[config.mk]
export PLATFORM = sky130hd
export DESIGN_NAME = cpu_sm
export DESIGN_NICKNAME = d
export VERILOG_FILES = /design/src/rtl/sdmac_pkg.sv /design/src/rtl/cpu_ctl_if.sv /design/src/rtl/cpu_term_if.sv /design/src/rtl/cpu_sm.sv /design/src/rtl/cpu_strobe_result.sv /design/src/rtl/cpu_sm_execute.sv /design/src/rtl/cpu_term_decode.sv
export SDC_FILE = /design/constraint.sdc
export NUM_CORES = 1
export LEC_CHECK = 0
export BUFFER_PORTS_ARGS = -buffer_cell sky130_fd_sc_hd__buf_4
export CORE_MARGIN = 2
export CORE_UTILIZATION = 42
export CTS_BUF_LIST = sky130_fd_sc_hd__clkbuf_8 sky130_fd_sc_hd__clkbuf_16
export CTS_CLUSTER_DIAMETER = 80
export CTS_CLUSTER_SIZE = 20
export DETAILED_ROUTE_END_ITERATION = 10
export GPL_TIMING_DRIVEN = 0
export PLACE_DENSITY = 0.84
export SYNTH_ARGS = -nofsm -noshare
export SYNTH_HDL_FRONTEND = slang
export SYNTH_SLANG_ARGS = --single-unit
[constraint.sdc]
create_clock -name CLK90 -period 2.5 [get_ports CLK90]
set_clock_uncertainty 0.15 [all_clocks]
set_input_delay 0.25 -clock CLK90 [delete_from_list [all_inputs] [get_ports CLK90]]
set_output_delay 0.25 -clock CLK90 [all_outputs]
set_load 0.1 [all_outputs]
[src/rtl/sdmac_pkg.sv]
// Shared widths and types for the CPU bus sequencer; 8-bit ports, bus errors and bursts not modelled
package sdmac_pkg;

    // FIFO word and CPU data bus width
    localparam int data_w = 32;

    // One half of the word, as moved over a 16-bit port
    localparam int half_w = data_w / 2;

    // Settle time in BUS_OWN so the synchronized FIFO flags catch up
    localparam int own_wait_w = 2;
    localparam logic [own_wait_w-1:0] own_wait = 3;

    // Sequencer states
    typedef enum logic [4:0] {
        IDLE,
        BUS_REQ,
        BUS_OWN,
        ADDR,
        DATA,
        NEXT_HALF,
        WORD_END,
        RELEASE
    } state_e;

    // Size of the answering port, taken from DSACK/STERM
    typedef enum logic {
        PORT32 = 1'b0,
        PORT16 = 1'b1
    } port_e;

    // One FIFO word, seen whole for a 32-bit port or as two halves for a 16-bit port
    typedef union packed {
        logic [data_w-1:0] long;
        struct packed {
            logic [half_w-1:0] hi;
            logic [half_w-1:0] lo;
        } halves;
    } fifo_word_u;

endpackage
[src/rtl/cpu_ctl_if.sv]
// Execute to result signals; word_end and flush_stop are single-cycle pulses on CLK90
interface cpu_ctl_if;

    // Current sequencer state
    sdmac_pkg::state_e state;

    // Low half is the active half of a 16-bit transfer
    logic half_lo;

    // High moves FIFO to bus, low moves bus to FIFO
    logic dir;

    logic word_end;
    logic flush_stop;

    modport execute_mp (
        output state,
        output half_lo,
        output dir,
        output word_end,
        output flush_stop
    );

    modport result_mp (
        input state,
        input half_lo,
        input dir,
        input word_end,
        input flush_stop
    );

endinterface

[src/rtl/cpu_term_if.sv]
// Decode to execute signals; all fields are synchronous to CLK90, term is a single-cycle pulse
interface cpu_term_if;

    // Bus cycle termination seen while the data strobe is out
    logic term;

    // Port size captured together with term
    sdmac_pkg::port_e port16;

    // Conditions for starting and stopping transfers
    logic start_ok;
    logic grant;
    logic last_word;

    modport decode_mp (
        output term,
        output port16,
        output start_ok,
        output grant,
        output last_word
    );

    modport execute_mp (
        input term,
        input port16,
        input start_ok,
        input grant,
        input last_word
    );

endinterface

[src/rtl/cpu_sm.sv]
// Everything runs on CLK90; address register, FIFO and SCSI side sit outside this block
module cpu_sm (
    input  logic CLK90,
    input  logic CCRESET_,
    input  logic dmaena,
    input  logic dmadir,
    input  logic dreq_,
    input  logic bgrant_,
    input  logic fifoempty,
    input  logic fifofull,
    input  logic flushfifo,
    input  logic dsack0_,
    input  logic dsack1_,
    input  logic sterm_,
    input  logic a1,
    input  logic [sdmac_pkg::data_w-1:0] fifo_rdata,
    input  logic [sdmac_pkg::data_w-1:0] bus_rdata,
    output logic breq,
    output logic bgack,
    output logic pas,
    output logic pds,
    output logic size1,
    output logic f2cpu,
    output logic incfifo,
    output logic decfifo,
    output logic incno,
    output logic stopflush,
    output logic [sdmac_pkg::data_w-1:0] bus_wdata,
    output logic [sdmac_pkg::data_w-1:0] fifo_wdata
);

    cpu_term_if term_if ();
    cpu_ctl_if  ctl_if ();

    cpu_term_decode i_decode (
        .CLK90      (CLK90),
        .CCRESET_   (CCRESET_),
        .dmaena     (dmaena),
        .dmadir     (dmadir),
        .dreq_      (dreq_),
        .bgrant_    (bgrant_),
        .fifoempty  (fifoempty),
        .fifofull   (fifofull),
        .flushfifo  (flushfifo),
        .dsack0_    (dsack0_),
        .dsack1_    (dsack1_),
        .sterm_     (sterm_),
        .strobe_out (pds),
        .term       (term_if.decode_mp)
    );

    cpu_sm_execute i_execute (
        .CLK90    (CLK90),
        .CCRESET_ (CCRESET_),
        .dmadir   (dmadir),
        .a1       (a1),
        .term     (term_if.execute_mp),
        .ctl      (ctl_if.execute_mp)
    );

    cpu_strobe_result i_result (
        .CLK90      (CLK90),
        .CCRESET_   (CCRESET_),
        .ctl        (ctl_if.result_mp),
        .fifo_rdata (fifo_rdata),
        .bus_rdata  (bus_rdata),
        .breq       (breq),
        .bgack      (bgack),
        .pas        (pas),
        .pds        (pds),
        .size1      (size1),
        .f2cpu      (f2cpu),
        .incfifo    (incfifo),
        .decfifo    (decfifo),
        .incno      (incno),
        .stopflush  (stopflush),
        .bus_wdata  (bus_wdata),
        .fifo_wdata (fifo_wdata)
    );

endmodule

[src/rtl/cpu_strobe_result.sv]
// All strobes lag the state by one CLK90; 16-bit ports are assumed wired to data bits 31 to 16
module cpu_strobe_result (
    input  logic CLK90,
    input  logic CCRESET_,
    cpu_ctl_if.result_mp ctl,
    input  logic [sdmac_pkg::data_w-1:0] fifo_rdata,
    input  logic [sdmac_pkg::data_w-1:0] bus_rdata,
    output logic breq,
    output logic bgack,
    output logic pas,
    output logic pds,
    output logic size1,
    output logic f2cpu,
    output logic incfifo,
    output logic decfifo,
    output logic incno,
    output logic stopflush,
    output logic [sdmac_pkg::data_w-1:0] bus_wdata,
    output logic [sdmac_pkg::data_w-1:0] fifo_wdata
);

    sdmac_pkg::fifo_word_u tx_word;
    sdmac_pkg::fifo_word_u rx_word;

    logic in_addr;
    logic in_data;
    logic own_bus;

    assign in_addr = (ctl.state == sdmac_pkg::ADDR);
    assign in_data = (ctl.state == sdmac_pkg::DATA);

    // Bus is held from grant until release
    assign own_bus = (ctl.state == sdmac_pkg::BUS_OWN) || in_addr || in_data ||
                     (ctl.state == sdmac_pkg::NEXT_HALF) ||
                     (ctl.state == sdmac_pkg::WORD_END);

    always_ff @(posedge CLK90 or negedge CCRESET_) begin
        if (!CCRESET_) begin
            breq      <= 1'b0;
            bgack     <= 1'b0;
            pas       <= 1'b0;
            pds       <= 1'b0;
            size1     <= 1'b0;
            f2cpu     <= 1'b0;
            incfifo   <= 1'b0;
            decfifo   <= 1'b0;
            incno     <= 1'b0;
            stopflush <= 1'b0;
        end else begin
            breq      <= (ctl.state == sdmac_pkg::BUS_REQ);
            bgack     <= own_bus;
            pas       <= in_addr | in_data;
            pds       <= in_data;
            // Word-sized request on every pass, a 32-bit port answers for the long
            size1     <= in_addr | in_data;
            f2cpu     <= ctl.dir & (in_addr | in_data);
            incno     <= in_addr;
            decfifo   <= ctl.word_end & ctl.dir;
            incfifo   <= ctl.word_end & ~ctl.dir;
            stopflush <= ctl.flush_stop;
        end
    end

    assign tx_word.long = fifo_rdata;

    // Low half goes out on both bus halves
    always_ff @(posedge CLK90) begin
        if (ctl.half_lo) begin
            bus_wdata <= {tx_word.halves.lo, tx_word.halves.lo};
        end else begin
            bus_wdata <= tx_word.long;
        end
    end

    // Slave data is still held in the cycle after termination
    always_ff @(posedge CLK90) begin
        if (!ctl.dir) begin
            if (ctl.state == sdmac_pkg::NEXT_HALF) begin
                rx_word.halves.hi <= bus_rdata[sdmac_pkg::data_w-1:sdmac_pkg::half_w];
            end else if (ctl.word_end && ctl.half_lo) begin
                rx_word.halves.lo <= bus_rdata[sdmac_pkg::data_w-1:sdmac_pkg::half_w];
            end else if (ctl.word_end) begin
                rx_word.long <= bus_rdata;
            end
        end
    end

    assign fifo_wdata = rx_word.long;

endmodule

[src/rtl/cpu_sm_execute.sv]
// One word per bus tenure step; a 16-bit port with a1 low takes two passes, no retry or burst
module cpu_sm_execute (
    input  logic CLK90,
    input  logic CCRESET_,
    input  logic dmadir,
    input  logic a1,
    cpu_term_if.execute_mp term,
    cpu_ctl_if.execute_mp  ctl
);

    sdmac_pkg::state_e state_q;
    sdmac_pkg::state_e state_d;

    logic [sdmac_pkg::own_wait_w-1:0] own_cnt;
    logic own_ready;
    logic half_lo_q;
    logic dir_q;
    logic last_seen;

    assign own_ready = (own_cnt == sdmac_pkg::own_wait);

    always_comb begin
        state_d = state_q;
        case (state_q)
            sdmac_pkg::IDLE: begin
                if (term.start_ok && !term.last_word) begin
                    state_d = sdmac_pkg::BUS_REQ;
                end
            end
            sdmac_pkg::BUS_REQ: begin
                if (term.grant) begin
                    state_d = sdmac_pkg::BUS_OWN;
                end
            end
            sdmac_pkg::BUS_OWN: begin
                // Wait for the FIFO flags to settle before the next word
                if (own_ready) begin
                    state_d = term.start_ok ? sdmac_pkg::ADDR : sdmac_pkg::RELEASE;
                end
            end
            sdmac_pkg::ADDR: begin
                state_d = sdmac_pkg::DATA;
            end
            sdmac_pkg::DATA: begin
                if (term.term) begin
                    // A 16-bit port still owes the low half
                    if (term.port16 == sdmac_pkg::PORT16 && !half_lo_q) begin
                        state_d = sdmac_pkg::NEXT_HALF;
                    end else begin
                        state_d = sdmac_pkg::WORD_END;
                    end
                end
            end
            sdmac_pkg::NEXT_HALF: begin
                state_d = sdmac_pkg::ADDR;
            end
            sdmac_pkg::WORD_END: begin
                state_d = term.start_ok ? sdmac_pkg::BUS_OWN : sdmac_pkg::RELEASE;
            end
            sdmac_pkg::RELEASE: begin
                state_d = sdmac_pkg::IDLE;
            end
            default: begin
                state_d = sdmac_pkg::IDLE;
            end
        endcase
    end

    always_ff @(posedge CLK90 or negedge CCRESET_) begin
        if (!CCRESET_) begin
            state_q   <= sdmac_pkg::IDLE;
            own_cnt   <= '0;
            half_lo_q <= 1'b0;
            dir_q     <= 1'b0;
            last_seen <= 1'b0;
        end else begin
            state_q   <= state_d;
            last_seen <= term.last_word;

            // Direction is fixed for the whole bus tenure
            if (state_q == sdmac_pkg::BUS_REQ) begin
                dir_q <= dmadir;
            end

            if (state_q == sdmac_pkg::BUS_OWN) begin
                if (!own_ready) begin
                    own_cnt <= own_cnt + 1'b1;
                end
            end else begin
                own_cnt <= '0;
            end

            // An odd word address starts on the low half
            if (state_q == sdmac_pkg::BUS_OWN) begin
                half_lo_q <= a1;
            end else if (state_q == sdmac_pkg::NEXT_HALF) begin
                half_lo_q <= 1'b1;
            end
        end
    end

    assign ctl.state    = state_q;
    assign ctl.half_lo  = half_lo_q;
    assign ctl.dir      = dir_q;
    assign ctl.word_end = (state_q == sdmac_pkg::WORD_END);

    // Flush ends once, on the first idle cycle that sees the FIFO drained
    assign ctl.flush_stop = (state_q == sdmac_pkg::IDLE) & term.last_word & ~last_seen;

endmodule

[src/rtl/cpu_term_decode.sv]
// Inputs take two CLK90 flops of latency; DSACK0 alone counts as a 16-bit port, bus errors ignored
module cpu_term_decode (
    input  logic CLK90,
    input  logic CCRESET_,
    input  logic dmaena,
    input  logic dmadir,
    input  logic dreq_,
    input  logic bgrant_,
    input  logic fifoempty,
    input  logic fifofull,
    input  logic flushfifo,
    input  logic dsack0_,
    input  logic dsack1_,
    input  logic sterm_,
    input  logic strobe_out,
    cpu_term_if.decode_mp term
);

    // Active-high view of the asynchronous inputs and its two synchronizer stages
    logic [9:0] sync_in;
    logic [9:0] sync_1;
    logic [9:0] sync_2;

    logic dmaena_s;
    logic dmadir_s;
    logic dreq_s;
    logic bgrant_s;
    logic empty_s;
    logic full_s;
    logic flush_s;
    logic dsack0_s;
    logic dsack1_s;
    logic sterm_s;

    logic ack_s;
    logic ack_seen;
    logic ack_first;

    assign sync_in = {dmaena, dmadir, ~dreq_, ~bgrant_, fifoempty,
                      fifofull, flushfifo, ~dsack0_, ~dsack1_, ~sterm_};

    always_ff @(posedge CLK90 or negedge CCRESET_) begin
        if (!CCRESET_) begin
            sync_1 <= '0;
            sync_2 <= '0;
        end else begin
            sync_1 <= sync_in;
            sync_2 <= sync_1;
        end
    end

    assign {dmaena_s, dmadir_s, dreq_s, bgrant_s, empty_s,
            full_s, flush_s, dsack0_s, dsack1_s, sterm_s} = sync_2;

    // Any form of termination from the slave
    assign ack_s = dsack0_s | dsack1_s | sterm_s;

    // Only the first acknowledged cycle counts; the slave holds its answer until pds drops
    assign ack_first = ack_s & strobe_out & ~ack_seen;

    always_ff @(posedge CLK90 or negedge CCRESET_) begin
        if (!CCRESET_) begin
            ack_seen    <= 1'b0;
            term.term   <= 1'b0;
            term.port16 <= sdmac_pkg::PORT32;
        end else begin
            ack_seen  <= ack_s & (ack_seen | strobe_out);
            term.term <= ack_first;
            if (ack_first) begin
                // Both DSACK lines or STERM mean a full 32-bit port
                if ((dsack0_s && dsack1_s) || sterm_s) begin
                    term.port16 <= sdmac_pkg::PORT32;
                end else begin
                    term.port16 <= sdmac_pkg::PORT16;
                end
            end
        end
    end

    // FIFO must have a word to give, or room to take one
    assign term.start_ok  = dmaena_s & dreq_s & (dmadir_s ? ~empty_s : ~full_s);
    assign term.grant     = bgrant_s;
    assign term.last_word = flush_s & empty_s;

endmodule

==> impl_results.md <==
* Largest net degree at the start of global routing at 41
* Final setup violation count at 0
* Placer Congestion at 0.859
* Aggregate global routing overflow at 0
* Synth Instances at 225
* Initial core utilization at 43.5%
* Clock transition at path regs at 0.10 ns
* Final Cycle Share at 84.1%
* Root Driver: clkbuf_8
* Detailed placement HPWL at 5720 um
* N_diodes at 0
* Mapped cell area at 0.00359 sq mm
* Post-synth top flop: dfrtp_1
* DR vias at 2535
* DRC at 0
* Outcome: finished, final reports clean
* P_sw at 0.00347 W
* CP Launch Type: flip-flop
* Mean post-synth cell area at 15.9 sq um
* CTS tree: done
* Max Clk Rate at 476 MHz
* Warning count from the yosys run at 0
* Unrepaired setup endpoints after global routing: no
* First-pass GRT wire length at 12700 um
* Clk Latency, worst-skew pair at 0.35 ns
* Core area at 0.00826 sq mm
* Die Wd at 96.4 um
* Min-Delay Path Class: in2reg
* Slew @ Worst Pin at 0.819 ns
* Detailed Routing Iterations Pass 1 at 4
* Global-route usage over all layers at 18.8%
* Sink Count at 104
* Final hold vios at 0
* Max Cap Viol at 0
* Leakage at 2.60 nW
* Vias in the first global route at 2659
* Crit Path Max Fanout at 16
* H-Tree Level Count at 3
* Die height at 96.4 um
* Clock Tree Buf Depth at 2
* Fill count at 588
* Ratio of cells with drive above 1 in the final layout at 47.9%
* Post-Syn Nets at 303
* Row count at 33
* Total CTS buffers at 9
* Worst hold slack at 0.0274 ns
* Io pins at 151
* Final non-filler cell total at 556
* Final Critical Period at 2.10 ns
* Slew HR at 45.4%
* Sw Share at 48.0%
* Internal at 0.00375 W
* Number of buffers added for setup after CTS at 0
* Area Overhead vs Synth at 58.0%
* Post-synthesis sequential area ratio at 72.5%
* Die area at 0.00930 sq mm
* Post-route ant nets at 0
* Most frequent cells in the layout: buf_4 (153), dlygate4sd3_1 (60), dfrtp_1 (40)
* Port-buffer cells at 150
* WP data arrival at 1.95 ns
* Dpl cells at 480
* Post-Route WL at 8790 um
* Iteration-0 DRC Markers at 146
* Gate power share at 52.4%
* Flop pwr share at 32.5%
* Initial antenna violation count at 0
* Setup crit end kind: flip-flop
* Commonest non-fill, non-tap cell in the layout: buf_4
* Clk pwr share at 15.1%
* Worst setup path category: reg2reg
* Critical path data required time at 2.34 ns
* Max-slew violation count at 0
* Number of synthesized flops with an enable pin at 32
* Routed length per instance at 15.8 um
* FF+latch count, synth at 104
* Peak VDD IR at 0.000701 V
* Pwr per Cell Area at 1270 mW/mm^2
* Setup TNS at 0 ns
* Final nets at 524
* Asr flop ratio synth at 38.5%
* Synth cell types at 39
* Via density at 4.56
## path summary, 6_finish.rpt
path / endpoint / depth (start not counted) / slack (ns) / start
worst min register to register: i_decode.sync_2[2] / 0 / 0.20 / i_decode.sync_1[2]
min in group asynchronous: i_decode.sync_1[5] / 2 / 0.24 / CCRESET_
worst min-delay path: i_result.fifo_wdata[8] / 2 / 0.03 / bus_rdata[8]
worst max-delay path: i_result.fifo_wdata[10] / 4 / 0.40 / i_execute.ctl.state[1]
max in group asynchronous: i_decode.term.port16 / 2 / 1.63 / CCRESET_
worst max register to register: i_result.fifo_wdata[10] / 4 / 0.40 / i_execute.ctl.state[1]
## registers in the layout, indices dropped and copies added, names as in the netlist, 2 cells and up
register,count
i_result.bus_wdata,32
i_result.fifo_wdata,32
i_decode.sync_1,10
i_decode.sync_2,10
i_execute.ctl.state,3
i_execute.own_cnt,2
## per-stage QoR
stage	instance area [sq um]	util [%]	total power (W)	setup WS, ns
floorplan	3590	-	0.00530	0.488
global placement	4850	58.7	0.00603	0.0949
detailed placement	4850	58.7	0.00608	0.0773
CTS	5660	68.6	0.00725	0.0691
global route	5670	68.7	0.00752	0.208
finish	5670	68.7	0.00722	0.398
## power by group through the flow
stage	combinational, W	sequential [W]	clock, W
finish	0.00378	0.00235	0.00109
global route	0.00395	0.00239	0.00118
CTS	0.00378	0.00235	0.00112
detailed placement	0.00370	0.00238	0
global placement	0.00366	0.00237	0
floorplan	0.000949	0.00435	0
## cells in the mapped netlist (all sizes together), types with 3 or more instances
master	number	area share, %
dfxtp	32	18
edfxtp	32	27
nand2	5	0.52
nand2b	7	1.2
o21ai	4	0.56
inv	6	0.63
nor4b	3	1.1
nor3	4	0.70
buf	12	2.6
mux2	33	11
nor2	16	1.7
nor3b	3	0.63
a21oi	5	0.80
dfrtp	40	28
## critical path: stages, from the launching register on
cell	delay, ns
dfrtp_1	0.33
buf_4	0.16
buf_6	0.16
buf_2	0.21
nor3b_4	0.72
## layout make-up
type,count,area (sq um),share of cell area (%)
flip-flops and latches,104,2600,45.9
repair buffers,210,1730,30.5
multi-input cells,103,882,15.6
well taps,105,131,2.32
clock buffers,9,124,2.18
plain buffers,12,92.6,1.63
clock inverters,7,87.6,1.54
inverters,6,22.5,0.397
## per-layer routing
metal / global-route usage (%) / vias to the layer above / wire, um
met4: 8.69 / 0 / 184
met3: 5.59 / 15 / 733
li1: - / 1227 / -
met2: 33.5 / 112 / 4680
met5: 0 / - / 0
met1: 20.4 / 1181 / 3190
## kinds of logic (layout without fill, tap and decap cells)
| group | count (synthesis) | in the layout | share of synthesized area (%) |
|---|---|---|---|
| buffers and inverters | 18 | 244 | 3.21 |
| flip-flops | 104 | 104 | 72.5 |
| multiplexers | 35 | 35 | 12.0 |
| adder cells (fa/ha/maj) | 1 | 1 | 0.349 |
| AO/OA/AOI/OAI | 18 | 18 | 3.56 |
| XOR/XNOR | 1 | 1 | 0.244 |
| AND/OR/NAND/NOR | 48 | 48 | 8.16 |
## timing repair
item	CTS	global route
gates resized for setup	0	1
setup endpoints to repair	0	16
endpoints found under the hold margin	100	0
hold buffers	60	0
Note: power is estimated with default switching activity, not from simulation.
